--- src/verilog/game_pkg.sv ---
package game_pkg;

	localparam int coord_width = 16;
	localparam int velocity_width = 16;
	localparam int frame_count_width = 8;

	typedef logic [coord_width-1:0] coord_t;
	typedef logic signed [velocity_width-1:0] velocity_t;

	// Screen coordinates, y grows downward
	typedef struct packed {
		coord_t x; // Upper half of the bus word
		coord_t y;
	} position_t;

	typedef struct packed {
		coord_t width;
		coord_t height;
	} box_size_t;

	// Controller buttons, held levels
	typedef struct packed {
		logic left;
		logic right;
		logic jump;
		logic attack;
	} pad_t;

	typedef struct packed {
		logic offstage; // No horizontal overlap with the stage
		logic grounded; // Standing on the stage top
	} coll_t;

	typedef struct packed {
		logic active;
		logic facing_right;
		logic hit_done; // Already struck during this attack
		logic [frame_count_width-1:0] frames_left;
	} attack_state_t;

endpackage

--- src/verilog/bus_pkg.sv ---
package bus_pkg;

	typedef logic [31:0] word_t;

	// Region bit clear selects data memory
	typedef struct packed {
		logic coprocessor;
		logic [11:0] index;
	} mem_view_t;

	typedef struct packed {
		logic coprocessor;
		logic [4:0] unit;
		logic [6:0] offset; // Not decoded
	} copro_view_t;

	typedef union packed {
		mem_view_t mem;
		copro_view_t copro;
	} mmio_addr_t;

	// One word per unit
	typedef enum logic [4:0] {
		unit_pos_p1 = 5'd0,
		unit_pos_p2 = 5'd1,
		unit_pad_p1 = 5'd4,
		unit_pad_p2 = 5'd5,
		unit_coll_p1 = 5'd12,
		unit_coll_p2 = 5'd13,
		unit_attack_p1 = 5'd16,
		unit_attack_p2 = 5'd17,
		unit_damage_p1 = 5'd24, // Dealt by p2
		unit_damage_p2 = 5'd25, // Dealt by p1
		unit_size_p1 = 5'd26,
		unit_size_p2 = 5'd27
	} unit_t;

endpackage

--- src/verilog/attack_coprocessor.sv ---
`timescale 1ns/1ps

module attack_coprocessor #(
	parameter logic start_facing = 1'b1,
	parameter int attack_frames = 6,
	parameter int attack_reach = 20,
	parameter int damage_per_hit = 7
) (
	input logic clock,
	input logic reset,
	input logic frame,
	input game_pkg::pad_t pad,
	input game_pkg::position_t own_position,
	input game_pkg::box_size_t own_size,
	input game_pkg::position_t foe_position,
	input game_pkg::box_size_t foe_size,
	output game_pkg::attack_state_t state,
	output logic hit,
	output bus_pkg::word_t damage_dealt
);

	// Horizontal edges are shifted up by attack_reach so nothing goes negative
	logic [17:0] reach_left;
	logic [17:0] reach_right;
	logic [17:0] foe_left;
	logic [17:0] foe_right;
	logic [17:0] own_top;
	logic [17:0] own_bottom;
	logic [17:0] foe_top;
	logic [17:0] foe_bottom;
	logic reach_overlap;

	assign reach_left = state.facing_right ? 18'(own_position.x) + 18'(attack_reach) :
		18'(own_position.x);
	assign reach_right = 18'(own_position.x) + 18'(own_size.width) + 18'(attack_reach) +
		(state.facing_right ? 18'(attack_reach) : 18'd0);
	assign foe_left = 18'(foe_position.x) + 18'(attack_reach);
	assign foe_right = 18'(foe_position.x) + 18'(foe_size.width) + 18'(attack_reach);

	assign own_top = 18'(own_position.y);
	assign own_bottom = 18'(own_position.y) + 18'(own_size.height);
	assign foe_top = 18'(foe_position.y);
	assign foe_bottom = 18'(foe_position.y) + 18'(foe_size.height);

	assign reach_overlap = (reach_left < foe_right) && (reach_right > foe_left) &&
		(own_top < foe_bottom) && (own_bottom > foe_top);

	always_ff @(posedge clock) begin
		if (reset) begin
			state <= '{active: 1'b0, facing_right: start_facing, hit_done: 1'b0,
				frames_left: '0};
			hit <= 1'b0;
			damage_dealt <= '0;
		end else begin
			hit <= 1'b0; // One cycle pulse
			if (frame) begin
				if (pad.left ^ pad.right)
					state.facing_right <= pad.right;
				if (!state.active) begin
					if (pad.attack) begin
						state.active <= 1'b1;
						state.frames_left <= game_pkg::frame_count_width'(attack_frames);
					end
				end else begin
					if (!state.hit_done && reach_overlap) begin
						hit <= 1'b1;
						damage_dealt <= damage_dealt + bus_pkg::word_t'(damage_per_hit);
						state.hit_done <= 1'b1;
					end
					// Last frame of the attack overrides the hit_done set above
					if (state.frames_left <= 1) begin
						state.active <= 1'b0;
						state.hit_done <= 1'b0;
						state.frames_left <= '0;
					end else begin
						state.frames_left <= state.frames_left - 1'b1;
					end
				end
			end
		end
	end

	// A strike comes only from a running attack that had not landed yet
	assert property (@(posedge clock) disable iff (reset)
		hit |-> $past(state.active && !state.hit_done));

endmodule

--- config.mk ---
export PLATFORM = sky130hd
export DESIGN_NAME = attack_coprocessor
export DESIGN_NICKNAME = d
export VERILOG_FILES = /design/src/verilog/game_pkg.sv /design/src/verilog/bus_pkg.sv /design/src/verilog/attack_coprocessor.sv
export SDC_FILE = /design/constraint.sdc
export NUM_CORES = 1
export LEC_CHECK = 0
export ABC_CLOCK_PERIOD_IN_PS = 5350
export BUFFER_PORTS_ARGS = -buffer_cell sky130_fd_sc_hd__buf_2
export CORE_MARGIN = 8
export CORE_UTILIZATION = 51
export DETAILED_ROUTE_END_ITERATION = 8
export GPL_TIMING_DRIVEN = 0
export PLACE_DENSITY = 0.79
export SKIP_CTS_REPAIR_TIMING = 1
export SLEW_MARGIN = 10
export SYNTH_ARGS = -nofsm -noshare
export SYNTH_HDL_FRONTEND = slang
export SYNTH_SLANG_ARGS = --single-unit
--- constraint.sdc ---
create_clock -name clock -period 5.35 [get_ports clock]
set_clock_uncertainty 0.15 [all_clocks]
set_input_delay 0.8025 -clock clock [delete_from_list [all_inputs] [get_ports clock]]
set_output_delay 0.8025 -clock clock [all_outputs]
set_load 0.03 [all_outputs]
-- Word level (Yosys, flattened, before mapping)
Index checks and enable logic that the tools add are counted.
- register bits after elaboration: 44
- input bits: 135
- word-level logic and storage cells: 48
- add/sub/neg operators: 11
- $lt $le $gt $ge: 5
- multiplexer cells: 11
- bitwise gates (word level): 3
- reduce and logical (&&, ||, !) cells: 12
- operator list (cell ; number):
    $add 16x16->17 ; 4
    $add 17x5->18 const B ; 2
    $add 16x5->17 const B ; 2
    $add 32x3->32 const B ; 1
    $mux 8 ; 3
    $add 18x5->18 ; 1
    $gt 18x17->1 ; 1
    $lt 17x18->1 ; 1
    $gt 17x16->1 ; 1
    $lt 16x17->1 ; 1
    $mux 17 ; 1
    $le 8x1->1 const B ; 1
    $sub 8x1->8 const B ; 1
    $mux 1 ; 6
    $reduce_and 3->1 ; 2
    $mux 5 ; 1
    $logic_and 1x1->1 ; 4
    $reduce_and 2->1 ; 2
    $reduce_bool 2->1 ; 2
    $reduce_or 3->1 ; 1
    $not 1->1 ; 2
    $logic_not 1->1 ; 1
    $xor 1x1->1 ; 1

-- Logic depth before layout (Yosys ltp)
- depth in word-level cells: 10
- gate-level depth with buffers: 23

-- Worst setup path after synthesis
No wires, ideal clock.
- path type: input to register
- start: in own_position[18] (netlist name)
- end: reg damage_dealt[27]
- arrival time: 5.249 ns
- setup slack: -0.172 ns
- stages: 22
- buffers on the path: 1
- cells stage by stage: inv_1 ha_1 fa_1 inv_1 ha_1 fa_1 a21o_1 a21oi_1 o21bai_1 a21bo_2 a211o_1 a31o_2 a21oi_1 xnor2_1 ha_1 nor4bb_1 o311ai_0 a22o_1 o211ai_4 buf_6 nor4_1 mux2_1
- cells in the longest elaborated chain, start to end: 9
- RTL lines (item ; RTL line ; source):
    start, declared ; attack_coprocessor.sv:13 ; input game_pkg::position_t own_position,
    $add 16x16->17 ; attack_coprocessor.sv:35 ; assign reach_right = 18'(own_position.x) + 18'(own_size.width) + 18'(attack_reach) +
    $add 17x5->18 ; attack_coprocessor.sv:35 ;
    $add 18x5->18 ; attack_coprocessor.sv:35 ;
    $gt 18x17->1 ; attack_coprocessor.sv:45 ; assign reach_overlap = (reach_left < foe_right) && (reach_right > foe_left) &&
    $logic_and 1x1->1 * (2 in a row) ; attack_coprocessor.sv:45 ;
    $logic_and 1x1->1 * ; attack_coprocessor.sv:46 ; (own_top < foe_bottom) && (own_bottom > foe_top);
    $logic_and 1x1->1 * ; attack_coprocessor.sv:65 ; if (!state.hit_done && reach_overlap) begin
    $reduce_and 3->1 (no source line) * ; - ;
    end signal, assigned ; attack_coprocessor.sv:67 ; damage_dealt <= damage_dealt + bus_pkg::word_t'(damage_per_hit);
    end, declared ; attack_coprocessor.sv:19 ; output bus_pkg::word_t damage_dealt
Mark *: on every way between the ends. The rest lies on a longest branch, timed or not.
A chain may end at the register's enable or synchronous reset.

-- Final worst setup path
- start: in own_size[18] (netlist name)
- end: reg damage_dealt[12]
- cells in the longest elaborated chain, start to end: 9
- RTL lines (item ; RTL line ; source):
    start, declared ; attack_coprocessor.sv:14 ; input game_pkg::box_size_t own_size,
    $add 16x16->17 ; attack_coprocessor.sv:35 ;
    $add 17x5->18 ; attack_coprocessor.sv:35 ;
    $add 18x5->18 ; attack_coprocessor.sv:35 ;
    $gt 18x17->1 ; attack_coprocessor.sv:45 ;
    $logic_and 1x1->1 (2 in a row) ; attack_coprocessor.sv:45 ;
    $logic_and 1x1->1 ; attack_coprocessor.sv:46 ;
    $logic_and 1x1->1 ; attack_coprocessor.sv:65 ;
    $reduce_and 3->1 (no source line) ; - ;
No other way between the ends.

==> results.toml <==
[critical_path]
crit_end = "damage_dealt[12]$_SDFFE_PP0P_"
timing.rr.start = "state[9]$_SDFFE_PP1P_"
critPathLaunch = "own_size[18]"
cp.arrival_ns = 5.62
crit_path_start_kind = "input port"
rrSetupSlack_ns = -0.08
cp-end-kind = "flop"
crit_fanout = 8
worstRegToRegCells = 21
worst_ep_required_time_ns = 5.37
r2r_end = "damage_dealt[12]$_SDFFE_PP0P_"
crit_type = "input port to flop"

[final_layout]
layout_commonest_cell = "buf_2"
fin_nets = 1472
stdcell_count = 1343
fin_util_pct = 64.4
synthToLayoutAreaGrowth_pct = 25.3
layout_common_cells = "180 x buf_2, 173 x ha_1, 88 x nor2_1"
drive_gt1_share_pct = 24.4
stdcell_area_um2 = 9600

[floorplanning]
die_y_um = 139
die_x_um = 139
pin_count = 179
core_area_um2 = 14900
die_area_um2 = 19200
row_count = 45
start_util_pct = 51.3

[grt]
track_usage_pct = 19.9
overflow = 0
grt_pass1_vias = 7383
grt_pass1_wl_mm = 33.5
antenna_found_initial = 5
grt_max_degree = 13

[synthesis]
yosys_warnings = 0
synth_edf_count = 0
syn-cell-area_um2 = 7660
ys_top_cells_by_area = "ha_1 29%, dfxtp_1 11%, xnor2_1 5.0%"
synth-seq-area-share_pct = 11.5
syn_avg_cell_area_um2 = 7.99
synth_area_leader_cell = "ha_1"
ys_seq_elements = 44
synthFlopType = "dfxtp_1"
synth_nets = 1277
postSynthCellCount = 959
ys_types = 62
netlist.area_leader.share_pct = 28.7
postSynth.asyncResetShare_pct = 0

[run]
drv_cap = 0

[placement]
placed_cell_area_um2 = 8960
numPortBuffers = 177
dp_cells = 1324
dp_hpwl_mm = 17.2
routabilityCongestion = 0.910

[clocking]
clk_path_buf_depth = 2
clock_latency_ns = 0.29
cts_sinks = 44
numCtsBuffers = 5
clkTransAtPathRegs_ns = 0.06
htreeDepth = 2
root_buffer = "clkbuf_16"
cts_tree = "yes"

[routing]
routedWlPerCell_um = 15.8
dr.first_iter.drc_count = 452
drtAntennaViolNets = 0
vias_per_cell = 5.78
firstDrtPassIters = 5
drc = 0
vias = 7765
drt_wl_total_mm = 21.2

[sta]
hold_viol = 0
worstMarginPinSlew_ns = 0.641
fin_crit_sh_pct = 105
max_slew_margin_pct = 56.8
fin_ws_ns = -0.248
setup_viol = 33
finalMaxSlewViolations = 0
clock.fmax_mhz = 179
period_minus_slack_ns = 5.60
rsz0062_at_grt = "yes"

[min_path]
min_path_type = "flop to flop"

[outcome]
violations = "negative setup slack"
status = "complete, but fails checks"

[power_and_ir_drop]
power_density_nw_per_um2 = 189
ir_drop_v = 0.000115
p_leak_nw = 4.67
[report_power, final]
part,total (mW),switching (mW),internal [mW],leakage (nW)
clock,0.296,0.126,0.170,0.0667
sequential,0.347,0.0108,0.336,0.356
combinational,1.17,0.673,0.500,4.24
total,1.82,0.810,1.01,4.67
[kinds of logic after synthesis]
family,Yosys count,share of synthesized area [%]
AO/OA/AOI/OAI,210,18.1
XOR/XNOR,77,8.80
adder cells (fa/ha/maj),183,30.6
buffers and inverters,87,4.62
flip-flops,44,11.5
multiplexers,30,4.46
AND/OR/NAND/NOR,328,21.9
[worst min-delay path by stage]
stage	from	endpoint	slack, ns	cells past startpoint
after detailed placement	state[8]$_SDFFE_PP0P_	state[8]$_SDFFE_PP0P_	0.33	1
after CTS	state[8]$_SDFFE_PP0P_	state[8]$_SDFFE_PP0P_	0.36	1
after floorplan	state[0]$_SDFFE_PP0P_	state[0]$_SDFFE_PP0P_	0.47	2
final	state[8]$_SDFFE_PP0P_	state[8]$_SDFFE_PP0P_	0.36	1
after global placement	state[8]$_SDFFE_PP0P_	state[8]$_SDFFE_PP0P_	0.33	1
after global routing	state[8]$_SDFFE_PP0P_	state[8]$_SDFFE_PP0P_	0.37	1
[metal layers]
layer	vias to the layer above	global-route usage, %	part of all wire [%]	wire [um]
met2	209	33.7	47	10000
met3	27	4.11	6.2	1320
met5	-	0	0.17	36
met1	3608	25.6	45	9570
li1	3913	-	-	-
met4	8	3.83	1.0	218
[synthesized netlist by cell type, types with 4 or more instances]
cell type  instances
dfxtp_1           44
clkbuf_1          13
inv_1             67
and2_1             6
mux2_1            25
xor2_1            33
a21oi_1           67
o21ai_0           33
and4_1             6
nand2b_1           8
xnor2_1           44
nor3_1            13
nor4_1            30
fa_1               7
nor2b_1           30
buf_2              4
a21o_1            24
or3_1              9
a211oi_1          15
nand3_1           31
nand2_1           54
o211ai_1           8
mux2_2             4
ha_1             176
a31oi_1            4
o21bai_1           8
nor2_1            88
o21a_1            14
nand4_1           22
and3_1            19
[state kept, by name (all words and copies together), names as in the netlist]
register      count
state            11
hit               1
damage_dealt     32
[layout make-up]
cell class | instances | area (um^2)
multi-input cells | 828 | 6930
inverters | 67 | 256
repair buffers | 188 | 1040
well taps | 188 | 235
fillers | 1272 | 5320
plain buffers | 20 | 119
flip-flops and latches | 44 | 882
clock buffers | 6 | 129
clock inverters | 1 | 5.00
diodes | 1 | 2.50
[per-stage QoR]
step	setup TNS, ns	hold WS, ns	worst slack (ns)	total power, mW
after detailed placement	-19.23	0.335	-0.627	1.41
after CTS	-10.15	0.356	-0.364	1.71
final	-6.31	0.357	-0.248	1.82
after global placement	-20.61	0.327	-0.662	1.39
after global routing	-11.94	0.374	-0.416	1.98
after floorplan	0	0.465	0.00528	1.14
[worst max-delay path, stage by stage]
cell       delay (ns)
buf_6            0.10
inv_4            0.04
ha_4             0.19
fa_1             0.48
inv_1            0.04
ha_2             0.20
fa_2             0.37
a21o_1           0.18
a21oi_2          0.17
o21bai_1         0.12
a21bo_2          0.25
a211o_1          0.32
nand2_1          0.08
xnor2_1          0.07
ha_1             0.31
nand4_1          0.16
o41ai_1          0.45
nand3_1          0.13
a22o_2           0.30
o211ai_4         0.23
clkbuf_16        0.27
nor4_4           0.04
mux2_1           0.31
Power figures use the tool's default switching activity.
