### src/verilog/game_pkg.sv
package game_pkg;

	localparam int coord_width = 16;
	localparam int velocity_width = 16;
	localparam int frame_count_width = 8;

	typedef logic [coord_width-1:0] coord_t;
	typedef logic signed [velocity_width-1:0] velocity_t;

	// Screen coordinates, y grows downward
	typedef struct packed {
		coord_t x; // Upper half of the bus word
		coord_t y;
	} position_t;

	typedef struct packed {
		coord_t width;
		coord_t height;
	} box_size_t;

	// Controller buttons, held levels
	typedef struct packed {
		logic left;
		logic right;
		logic jump;
		logic attack;
	} pad_t;

	typedef struct packed {
		logic offstage; // No horizontal overlap with the stage
		logic grounded; // Standing on the stage top
	} coll_t;

	typedef struct packed {
		logic active;
		logic facing_right;
		logic hit_done; // Already struck during this attack
		logic [frame_count_width-1:0] frames_left;
	} attack_state_t;

endpackage

### src/verilog/physics_coprocessor.sv
`timescale 1ns/1ps

module physics_coprocessor #(
	parameter game_pkg::position_t start_pos = '{x: 16'd0, y: 16'd0},
	parameter int walk_step = 4,
	parameter int jump_speed = 12,
	parameter int gravity_step = 1,
	parameter int knock_distance = 16
) (
	input logic clock,
	input logic reset,
	input logic frame,
	input game_pkg::pad_t pad,
	input game_pkg::coll_t coll,
	input logic frozen, // Own attack running
	input logic knock, // Opponent hit pulse
	input logic knock_right,
	output game_pkg::position_t position
);

	game_pkg::velocity_t speed;
	game_pkg::velocity_t fall_speed;
	logic knock_pending;
	logic knock_dir;
	logic knock_now;
	logic knock_dir_now;
	game_pkg::coord_t walked_x;
	game_pkg::coord_t next_x;

	// A pulse arriving on the frame cycle itself still counts
	assign knock_now = knock_pending | knock;
	assign knock_dir_now = knock ? knock_right : knock_dir;

	assign fall_speed = speed + game_pkg::velocity_t'(gravity_step);

	always_comb begin
		walked_x = position.x;
		if (pad.right && !pad.left)
			walked_x = position.x + game_pkg::coord_t'(walk_step);
		else if (pad.left && !pad.right)
			walked_x = position.x - game_pkg::coord_t'(walk_step);

		// Knockback pushes away from the attacker
		next_x = walked_x;
		if (knock_now) begin
			if (knock_dir_now)
				next_x = walked_x + game_pkg::coord_t'(knock_distance);
			else
				next_x = walked_x - game_pkg::coord_t'(knock_distance);
		end
	end

	always_ff @(posedge clock) begin
		if (reset) begin
			position <= start_pos;
			speed <= '0;
			knock_pending <= 1'b0;
			knock_dir <= 1'b0;
		end else begin
			if (knock) begin
				knock_pending <= 1'b1; // Held until the next unfrozen frame
				knock_dir <= knock_right;
			end
			if (frame && !frozen) begin
				position.x <= next_x;
				knock_pending <= 1'b0;
				if (coll.grounded) begin
					if (pad.jump) begin
						speed <= -game_pkg::velocity_t'(jump_speed);
						position.y <= position.y - game_pkg::coord_t'(jump_speed);
					end else begin
						speed <= '0;
					end
				end else begin
					// Airborne, accelerate first then move
					speed <= fall_speed;
					position.y <= position.y + game_pkg::coord_t'(fall_speed);
				end
			end
		end
	end

	// Both direction buttons cancel, so only a knock may move x then
	assert property (@(posedge clock) disable iff (reset)
		frame && !frozen && pad.left && pad.right && !knock_now |=> $stable(position.x));

endmodule

### config.mk
export PLATFORM = sky130hd
export DESIGN_NAME = physics_coprocessor
export DESIGN_NICKNAME = d
export VERILOG_FILES = /design/src/verilog/game_pkg.sv /design/src/verilog/physics_coprocessor.sv
export SDC_FILE = /design/constraint.sdc
export NUM_CORES = 1
export LEC_CHECK = 0
export BUFFER_PORTS_ARGS = -buffer_cell sky130_fd_sc_hd__buf_2
export CAP_MARGIN = 10
export CORE_ASPECT_RATIO = 0.6
export CORE_MARGIN = 2
export CORE_UTILIZATION = 60
export DETAILED_ROUTE_END_ITERATION = 10
export GPL_TIMING_DRIVEN = 0
export PLACE_DENSITY = 0.83
export SETUP_SLACK_MARGIN = 0.5
export SYNTH_ARGS = -nofsm -noshare
export SYNTH_HDL_FRONTEND = slang
export SYNTH_SLANG_ARGS = --single-unit
### constraint.sdc
create_clock -name clock -period 5.4 [get_ports clock]
set_clock_uncertainty 0.05 [all_clocks]
set_input_delay 0.54 -clock clock [delete_from_list [all_inputs] [get_ports clock]]
set_output_delay 0.54 -clock clock [all_outputs]
set_load 0.02 [all_outputs]
* Word-level counts from Yosys, hierarchy flattened
Index checks and enable logic that the tools add are counted.
Word-level totals: bits in registers 50, memory bits (writable) 0, memories kept 0, latch bits 0, output and inout bits 32, input bits 12, bits in read-only memories 0, word-level logic and storage cells 31
Cells by class: add/subtract/negate cells 7, order comparisons 0, multipliers 0, equality and inequality tests 1, muxes and demuxes 9, bitwise gates (word level) 1, divide/modulo/power cells 0, reductions and logical operators 8, shift-type cells 0
Operators with widths (number):
- two-way mux 16 bit | 8
- adder 16 bit | 1
- adder 16 x 2 -> 16 bit (second input constant) | 1
- adder 16 x 3 -> 16 bit (second input constant) | 1
- adder 16 x 5 -> 16 bit (second input constant) | 1
- subtractor 16 x 3 -> 16 bit (second input constant) | 1
- subtractor 16 x 4 -> 16 bit (second input constant) | 1
- subtractor 16 x 5 -> 16 bit (second input constant) | 1
- logical AND 1 bit | 3
- logical NOT 1 bit | 3
- inequality test 2 bit (second input constant) | 1
- AND reduction 2 bit | 1
- OR reduction 2 bit | 1
- two-way mux 1 bit | 1
- bitwise OR 1 bit | 1

* Longest topological paths before layout
Gate-level depths: netlist of the first run.
word-level depth 7, depth in mapped cells 16, gate-level depth less buffers 15

* Worst setup path before layout of the first run
OpenSTA, ideal clock, no wires.
path kind input to register, start point in pad[2] (netlist name), end point reg position[31] (netlist name), data arrival time 3.949 ns, path buffers 0, setup time 0.121 ns, cell stages on the path 15, required time 5.229 ns, path slack 1.280 ns, cells stage by stage inv_1 > ha_1 > or4b_2 > or4_1 > o21ai_0 > xor2_1 > ha_1 > a21oi_1 > nand2_1 > a41o_1 > o41ai_2 > o21ai_0 > mux2i_1 > mux2i_1 > mux2_2
On the way: cells in the longest elaborated chain, start to end 7, elaborated cells between the ends (all ways) 9, those cells by class 2 x add/sub; 4 x mux; 3 x reduce/logical
Ends and longest elaborated chain:
- start: declaration | line physics_coprocessor.sv:13 | input game_pkg::pad_t pad,
- logical NOT 1 bit | line physics_coprocessor.sv:40 | else if (pad.left && !pad.right)
- logical AND 1 bit | line physics_coprocessor.sv:40
- two-way mux 16 bit | line physics_coprocessor.sv:40
- two-way mux 16 bit (*) | line physics_coprocessor.sv:38 | if (pad.right && !pad.left)
- subtractor 16 x 5 -> 16 bit / adder 16 x 5 -> 16 bit (equally long branches) | line physics_coprocessor.sv:49, physics_coprocessor.sv:47
- two-way mux 16 bit | line physics_coprocessor.sv:46 | if (knock_dir_now)
- two-way mux 16 bit (*) | line physics_coprocessor.sv:45 | if (knock_now) begin
- end signal: assignment | line physics_coprocessor.sv:55 | position <= start_pos;
- end: declaration | line physics_coprocessor.sv:18 | output game_pkg::position_t position
Mark *: on every way between the ends. The rest lies on a longest branch, timed or not. A chain may end at the register's enable or synchronous reset.

* Worst setup path after layout of the first run
Ends and elaborated chain as after synthesis.

==> results.cfg, run 1 <==
[setup_path]
crit_path_start_kind = input port
crit_path_max_incr_delay_ps = 670
r2r_slack_ps = 1040
cp.arrival_ps = 4680
crit_chain = buf_2, inv_1, ha_1, or4b_2, or4_1, o21ai_0, xor2_1, ha_1, a21oi_1, nand2_1, a41o_1, o41ai_2, o21ai_0, mux2i_1, mux2i_1, mux2_2
critPathMaxFanout = 6
reg2reg_to = position[31]
r2r_start = position[19]
end_kind = flip-flop
worstSetupPathType = in -> reg
path_buf_inv = 2
crit_family = compound AO/OA/AOI/OAI gates
r2r_cells = 13
cp_slowest_cell = or4b_2
critPathRequiredTime_ps = 5530

[logic_synthesis]
synth_area_leaders = dfxtp_1, ha_1, a21oi_1
synth_seq_cells = 48
synth-warning-count = 0
ys_types = 64
syn_avg_cell_area_um2 = 7.373
yosysTopAreaCellShare_pct = 23.32
syn_inst = 559
seq_area_frac_synth_pct = 23.32
netlist_area_mm2 = 0.004121
synth_ff_type = dfxtp_1
yosysTopAreaCell = dfxtp_1
postSynth.asyncResetShare_pct = 0
synth_edf_count = 0

[sta]
final.setup.worst_slack_ps = 853.2
worstMarginPinSlew_ps = 905.6
drv_slew = 0
hold_violations = 0
setup_viol = 0
fin_crit_ps = 4547
rsz0062_at_grt = false
fmax_mhz = 219.9
fin_setup_tns_ps = 0
finalCritPeriodShare_pct = 84.20
slew_headroom_pct = 38.43

[floorplan]
rows = 23
io_pins = 44
die_h_um = 68.20
dieArea_mm2 = 0.007570
fp.dieW_um = 111.0
initial_utilization_pct = 62.00
core_area_mm2 = 0.006648

[global_routing]
gr-total-overflow = 0
grt_use_total_pct = 30.01
grt_pass1_wl_um = 18250
grt_max_degree = 15
antenna_found_initial = 0
grt_pass1_vias = 3798

[cells_and_area]
nFillCells = 571
nets = 650
drive_above_1_share_pct = 11.74
diodes = 0
area_delta_synth_final_pct = 11.14

[clock_tree]
hold_buffers = 0
tritoncts = yes
clock_latency_ps = 290
cts_buffers = 5
cts-htree-levels = 2
clockBufferDepth = 2
cts.clk_slew.worst_paths_ps = 70
cts_root_buffer = clkbuf_16
cts_sinks = 48
ctsResizeCount = 0
cts_setup_buffers = 0

[routing]
ant_nets = 0
dr_total_vias = 4398
wire_per_inst_um = 16.53
dr.pass1.iters = 5
dr.first_iter.drc_count = 442
post-route-drc-count = 0
viasPerCell = 6.355
routed_wl_um = 11440

[min_path]
min_path_type = reg -> reg
worstHoldEndpoint = speed[10]
worstHoldStart = speed[10]
hold_depth = 2

[placed_design]
place.port_buffers = 38
place_ws_ps = 583.1
gp_congestion = 0.9022
dpl.hpwl_um = 8888

[power_and_ir_drop]
p_total_mw = 1.159
max-vdd-ir-drop_v = 0.0002335
p_leak_nw = 1.978
power_density_mw_per_mm2 = 253.1

[job]
cap_violations = 0

[run_status]
outcome = finished clean
==> registers in the layout (all words and copies together) (netlist names) <==
register       flops
position          30
knock_dir          1
knock_pending      1
speed             16
==> per-stage QoR <==
step / std cells / utilization, % / instance area (µm²) / hold slack (ps)
finish: 692 / 68.91 / 4581 / 430.1
global route: 692 / 68.91 / 4581 / 473.2
CTS: 692 / 68.85 / 4577 / 429.4
detailed placement: 685 / 66.55 / 4424 / 415.5
global placement: 685 / 66.55 / 4424 / 410.1
floorplan: 560 / - / 4125 / 394.9
==> worst min-delay path: stages, from the launching register on <==
cell and delay [ps]:
dfxtp_1 310, o21ai_0 60, o21ai_0 70
==> kinds of logic after synthesis <==
family	share of synthesized area [%]
and+or+nand+nor	23.56
AOI/OAI and AO/OA	25.44
buffers and inverters	5.677
DFF	23.32
xor gates and xnor gates	9.563
adders and majority gates	10.38
muxes	1.973
other	0.09099
==> per-layer routing <==
layer / up-vias / wire length [µm] / global-route usage (%)
met5: - / 0 / 0
met4: 0 / 152 / 6.406
met3: 19 / 1306 / 8.592
met2: 250 / 4606 / 45.63
met1: 2029 / 5374 / 42.57
li1: 2100 / - / -
==> synth_stat cells (5+ instances only) <==
cell       n
buf_4      8
nand4_1    8
nor3_1    13
xnor2_1   33
mux2i_1    7
clkbuf_1  17
nor2b_1    5
dfxtp_1   48
and3_1     9
nand3_1   15
a21o_1     7
ha_1      31
nor2_1    56
xor2_1    12
a21oi_1   60
nand2b_1   7
inv_1     25
o21ai_0   58
a211oi_1   5
nand2_1   51
==> power by group <==
| part | total (mW) | internal, mW | switching (mW) |
|---|---|---|---|
| Combinational | 0.417 | 0.173 | 0.244 |
| Clock | 0.333 | 0.195 | 0.138 |
| Sequential | 0.410 | 0.378 | 0.0319 |
==> placed cells by master (no fill, tap or decap), drive strengths merged, types with 5 or more instances in the layout <==
| master | instances |
|---|---|
| o21ai | 59 |
| nor3 | 13 |
| inv | 25 |
| a211oi | 6 |
| nand3 | 15 |
| nand4 | 8 |
| buf | 49 |
| xnor2 | 33 |
| nand2 | 51 |
| nor2 | 56 |
| a21o | 7 |
| dfxtp | 48 |
| and3 | 9 |
| nor2b | 5 |
| mux2i | 7 |
| nand2b | 7 |
| a21oi | 60 |
| xor2 | 12 |
| ha | 31 |
| clkbuf | 24 |
| or3 | 9 |
==> final cells by class <==
cell class              instances  area, µm²  area share (%)
multi-input cells             458       2934           64.05
inverters                      26      97.59           2.131
plain buffers                  28      136.4           2.977
clock buffers                   7      152.6           3.332
well taps                      87      108.9           2.376
flip-flops and latches         48      960.9           20.98
repair buffers                 38      190.2           4.152
==> how the worst max path moves through the flow <==
stage / from / to / cells after the start
global route: pad[2] / position[31] / 16
CTS: pad[2] / position[31] / 16
global placement: pad[2] / position[31] / 16
floorplan: pad[2] / position[31] / 15
finish: pad[2] / position[31] / 16
detailed placement: pad[2] / position[31] / 16
Note: power is estimated with default switching activity, not from simulation.
==> run 2, diff against run 1 <==
--- a/config.mk
+++ b/config.mk
@@ -9,10 +9,10 @@
 export CAP_MARGIN = 10
 export CORE_ASPECT_RATIO = 0.6
 export CORE_MARGIN = 2
-export CORE_UTILIZATION = 60
+export CORE_UTILIZATION = 54
 export DETAILED_ROUTE_END_ITERATION = 10
 export GPL_TIMING_DRIVEN = 0
-export PLACE_DENSITY = 0.83
+export PLACE_DENSITY = 0.79
 export SETUP_SLACK_MARGIN = 0.5
 export SYNTH_ARGS = -nofsm -noshare
 export SYNTH_HDL_FRONTEND = slang
==> constraint.sdc (replaced) <==
create_clock -name clock -period 3.7 [get_ports clock]
set_clock_uncertainty 0.05 [all_clocks]
set_input_delay 0.37 -clock clock [delete_from_list [all_inputs] [get_ports clock]]
set_output_delay 0.37 -clock clock [all_outputs]
set_load 0.02 [all_outputs]
==> run 2 against run 1 <==
The run now ends with setup timing left. First-iteration DRC count up 20%. Critical path depth fell by 3. Register-to-register slack got worse by 1200 ps. Flip-flop and latch count is the same. Non-clock buffer count is 13 higher. Combinational power up 72%. Die area increased by 11%. Via count is 3.0% higher. Count of clock-buffer cells in the layout fell by 2. Sequential power up 46%. Setup slack worse by 1100 ps. Largest cell class unchanged.
==> results.cfg, run 2 (synthesis gave the netlist of run 1 again) <==
[setup_path]
critPathCapture = position[31]
r2r_cells = 13
r2r_start = position[20]
reg2reg_to = position[31]
worstSetupPathType = reg -> reg
startpoint = position[20]
critPathMaxFanout = 4
cp.arrival_ps = 4050
r2r_slack_ps = -200
end_kind = flip-flop
crit_path_start_kind = flip-flop
critPathRequiredTime_ps = 3840

[run_status]
violations = setup timing
outcome = finished with violations

[placed_design]
place.port_buffers = 38
dp_cells = 702
dpl.hpwl_um = 8971
gp_congestion = 0.8881

[clock_tree]
clock_latency_ps = 300
cts.clk_slew.worst_paths_ps = 70
tritoncts = yes
cts_buffers = 5
cts-htree-levels = 2
hold_buffers = 0
cts_root_buffer = clkbuf_16
cts_sinks = 48
clockBufferDepth = 2

[sta]
fin_crit_ps = 3903
worstMarginPinSlew_ps = 894.5
slew_headroom_pct = 39.19
final.setup.worst_slack_ps = -203.2
rsz0062_at_grt = true
fmax_mhz = 256.2
finalCritPeriodShare_pct = 105.5
drv_slew = 0
setup_viol = 1
hold_violations = 0

[routing]
ant_nets = 0
dr.pass1.iters = 6
viasPerCell = 6.267
dr_total_vias = 4531
wire_per_inst_um = 17.45
routed_wl_um = 12610
dr.first_iter.drc_count = 531
post-route-drc-count = 0

[job]
cap_violations = 0

[cells_and_area]
fin_cells = 723
layout_common_cells = nor2_1, a21oi_1, o21ai_0, nand2_1, dfxtp_1
area_delta_synth_final_pct = 20.10
reg_top3 = position x30, speed x16
diodes = 0
regMostFlops = position
nets = 663
drive_above_1_share_pct = 18.09
largest_reg_flops = 30
layout_commonest_cell = nor2_1

[floorplan]
fp.dieW_um = 116.8
die_h_um = 71.67
dieArea_mm2 = 0.008370
rows = 24
initial_utilization_pct = 56.25
core_area_mm2 = 0.007327
io_pins = 44

[power_and_ir_drop]
max-vdd-ir-drop_v = 0.0002221
power_density_mw_per_mm2 = 401.9
p_total_mw = 1.989
p_leak_nw = 2.117

[global_routing]
grt_use_total_pct = 30.54
gr-total-overflow = 0
grt_max_degree = 16
gr-max-usage-layer = met1
antenna_found_initial = 0
use_met1_pct = 46.94
grt_pass1_wl_um = 20370
grt_pass1_vias = 4087
use_met3_pct = 4.992
grt_use_met2_pct = 44.64

[min_path]
min_path_type = in -> reg
[run 2: cell types whose count changed in the layout (fill, tap and decap cells not counted), moves of 3 or more]
cell / previous run / this run
a21oi_1: 60 / 54
a21oi_2: 0 / 5
buf_4: 8 / 21
bufinv_16: 0 / 3
clkbuf_1: 17 / 14
dfxtp_1: 48 / 44
o21ai_0: 58 / 52
o21ai_1: 1 / 6
[run 2: timing repair]
item / 4_1_cts / 5_1_grt
endpoints found under the setup margin: 9 / 13
buffers inserted: 10 / 3
pin swaps: 11 / 14
hold endpoints to repair: 0 / 0
gates resized for setup: 13 / 30
[run 2: cell type report]
class | count | area, µm²
Clock buffer | 5 | 125.1
Multi-Input combinational cell | 458 | 3084
Buffer | 28 | 145.1
Timing Repair Buffer | 51 | 294.0
Inverter | 26 | 110.1
Sequential cell | 48 | 970.9
Fill cell | 626 | 2377
Tap cell | 104 | 130.1
Clock inverter | 3 | 90.09
[run 2: worst max-delay path, cell delays in order, from the launching register on]
cell     delay (ps)
dfxtp_4         340
or4b_4          540
or4_4           430
o21ai_2          80
xor2_1          280
ha_1            340
a21oi_2         130
nand2_1          60
a41o_1          280
o41ai_4         310
o21ai_1         150
mux2i_1         230
mux2i_1         230
mux2_2          340
[run 2: power by group]
| part | switching (mW) | internal [mW] | total, mW |
|---|---|---|---|
| clock network | 0.220 | 0.456 | 0.676 |
| logic | 0.407 | 0.310 | 0.716 |
| registers | 0.0463 | 0.551 | 0.597 |
| total | 0.673 | 1.32 | 1.99 |
[run 2: per-stage QoR]
stage               util, %  setup slack (ps)  instance area, µm²  TNS (ps)  hold slack [ps]
finish                67.55            -203.2                4950    -203.2            390.0
global route          67.55            -358.2                4950    -560.5            444.1
CTS                   65.97            -74.62                4833    -74.62            379.5
detailed placement    61.36            -562.8                4496     -1193            431.3
global placement      61.36            -531.7                4496    -939.3            410.3
floorplan                 -            -31.92                4175    -31.92            394.9
[run 2: metal layers]
metal	up-vias	part of all wire, %
li1	2118	-
met1	2118	48
met2	273	42
met3	22	9.7
met4	0	1.1
met5	-	0
[run 2: how the worst min path moves through the flow]
stage | end | slack [ps] | cells past startpoint | start
after floorplan | speed[10] | 390 | 2 | speed[10]
after global routing | position[14] | 440 | 4 | reset
after CTS | position[14] | 380 | 4 | reset
after detailed placement | speed[10] | 430 | 2 | speed[10]
final | position[14] | 390 | 4 | reset
after global placement | speed[10] | 410 | 2 | speed[10]
==> run 3, diff against run 2 <==
--- a/config.mk
+++ b/config.mk
@@ -11,7 +11,6 @@
 export CORE_MARGIN = 2
 export CORE_UTILIZATION = 54
 export DETAILED_ROUTE_END_ITERATION = 10
-export GPL_TIMING_DRIVEN = 0
 export PLACE_DENSITY = 0.79
 export SETUP_SLACK_MARGIN = 0.5
 export SYNTH_ARGS = -nofsm -noshare
==> run 3 against run 2 <==
The flow still finishes with violations (setup timing). Wire length down 7.5%. Fmax up 4.6%. Total power down 4.5%. Count of clock-buffer cells in the layout up 2. Combinational power up 2%. First-iteration DRC count down 1.1%. Clock power down 16%. Die area unchanged. Critical path depth unchanged. Via count down 3.0%. Non-clock buffer count up 6. Critical path type unchanged.
==> results.cfg, run 3 (synthesis gave the netlist of run 1 again) <==
[run_status]
outcome = finished with violations
violations = setup timing

[power_and_ir_drop]
p_int_mw = 1.244
seqPwrFrac_pct = 31.8
switching_share_pct = 34.54
p_sw_mw = 0.6564
p_total_mw = 1.900
p_leak_nw = 2.187
power_density_mw_per_mm2 = 383.1
comb_power_share_pct = 38.3
max-vdd-ir-drop_v = 0.0002681
power_frac_clock_pct = 30.0

[routing]
dr.pass1.iters = 6
wire_per_inst_um = 16.00
ant_nets = 0
post-route-drc-count = 0
viasPerCell = 6.026
dr.first_iter.drc_count = 525
dr_total_vias = 4393
routed_wl_um = 11670

[setup_path]
crit_path_start_kind = flip-flop
r2r_slack_ps = -30
critPathMaxFanout = 4
cp.arrival_ps = 3870
worstSetupPathType = reg -> reg
critPathRequiredTime_ps = 3840
end_kind = flip-flop

[global_routing]
grt_use_total_pct = 28.24
grt_max_degree = 40
grt_pass1_vias = 3959
antenna_found_initial = 0
gr-total-overflow = 0
grt_pass1_wl_um = 18780

[placed_design]
dpl-instance-area_mm2 = 0.004634
dp_cells = 711
place.port_buffers = 39
gp_congestion = 0.8885
dpl.hpwl_um = 8396

[cells_and_area]
regMostFlops = position
diodes = 0
multiInputGateArea_mm2 = 0.003033
area_delta_synth_final_pct = 20.37
layout_common_cells = nor2_1, a21oi_1, o21ai_0, nand2_1
postLayoutCoreUtil_pct = 67.71
nets = 669
post-route-cell-area_mm2 = 0.004961
drive_above_1_share_pct = 20.16
reg_top3 = position x30, speed x16
layout_commonest_cell = nor2_1
nFillCells = 611
regArea_um2 = 962.2
fin_cells = 729
largest_reg_flops = 30

[sta]
fmax_mhz = 267.9
slew_headroom_pct = 24.06
drv_slew = 0
whs_ps = 433.7
fin_crit_ps = 3733
final.setup.worst_slack_ps = -32.52
worstMarginPinSlew_ps = 1135
hold_violations = 0
setup_viol = 1
finalCritPeriodShare_pct = 100.9
rsz0062_at_grt = true

[floorplan]
core_area_mm2 = 0.007327
initial_utilization_pct = 56.25
die_h_um = 71.67
dieArea_mm2 = 0.008370
fp.dieW_um = 116.8
io_pins = 44
rows = 24

[job]
cap_violations = 0

[clock_tree]
clockBufferDepth = 2
tritoncts = yes
cts_root_buffer = clkbuf_16
cts_sinks = 48
clock_latency_ps = 290
cts.clk_slew.worst_paths_ps = 70
cts_buffers = 5
cts-htree-levels = 2

[min_path]
min_path_type = reg -> reg
## run 3: final timing paths
path                 from      endpoint  cells after the start
max          position[19]  position[31]                     13
min             speed[10]     speed[10]                      2
max reg2reg  position[19]  position[31]                     13
min reg2reg     speed[10]     speed[10]                      2
## run 3: worst max-delay path, cell delays in order (launching register included)
cell and delay, ps:
dfxtp_1 310, or4b_4 540, or4_4 430, o21ai_2 80
xor2_1 220, ha_1 310, a21oi_1 140, nand2_1 70
a41o_1 250, o41ai_4 360, o21ai_1 110, mux2i_1 200
mux2i_1 220, mux2_2 350
## run 3: through the flow
step / setup slack [ps] / TNS (ps)
floorplan: -31.92 / -31.92
global placement: -295.2 / -562.5
detailed placement: -352.5 / -859.5
CTS: 63.66 / 0
global route: -188.2 / -497.1
finish: -32.52 / -32.52
## run 3: repair_timing
item                       4_1_cts  5_1_grt
setup buffers                    7        3
resized for setup                5       14
setup endpoints to repair        6       12
hold buffers                     0        0
pin swaps                       14       16
## run 3: power by group through the flow
stage	registers, mW	clock network [mW]	logic (mW)
after floorplan	0.628	0	0.451
after global placement	0.610	0	0.634
after detailed placement	0.612	0	0.660
after CTS	0.601	0.571	0.687
after global routing	0.608	0.592	0.799
final	0.604	0.569	0.727
## run 3: metal layers
layer | part of all wire [%] | wire, µm | global-route usage [%]
met3 | 7.8 | 914 | 5.499
met2 | 43 | 4963 | 42.71
met4 | 1.2 | 140 | 7.190
met1 | 48 | 5645 | 41.34
met5 | 0 | 0 | 0
## run 3: cell type report
class | instances | area share (%)
clock inverter | 1 | 0.6053
clock buffer | 7 | 3.077
tap | 104 | 2.623
inverter | 26 | 2.219
sequential | 48 | 19.39
multi-input combinational | 458 | 61.13
timing repair buffer | 85 | 10.95
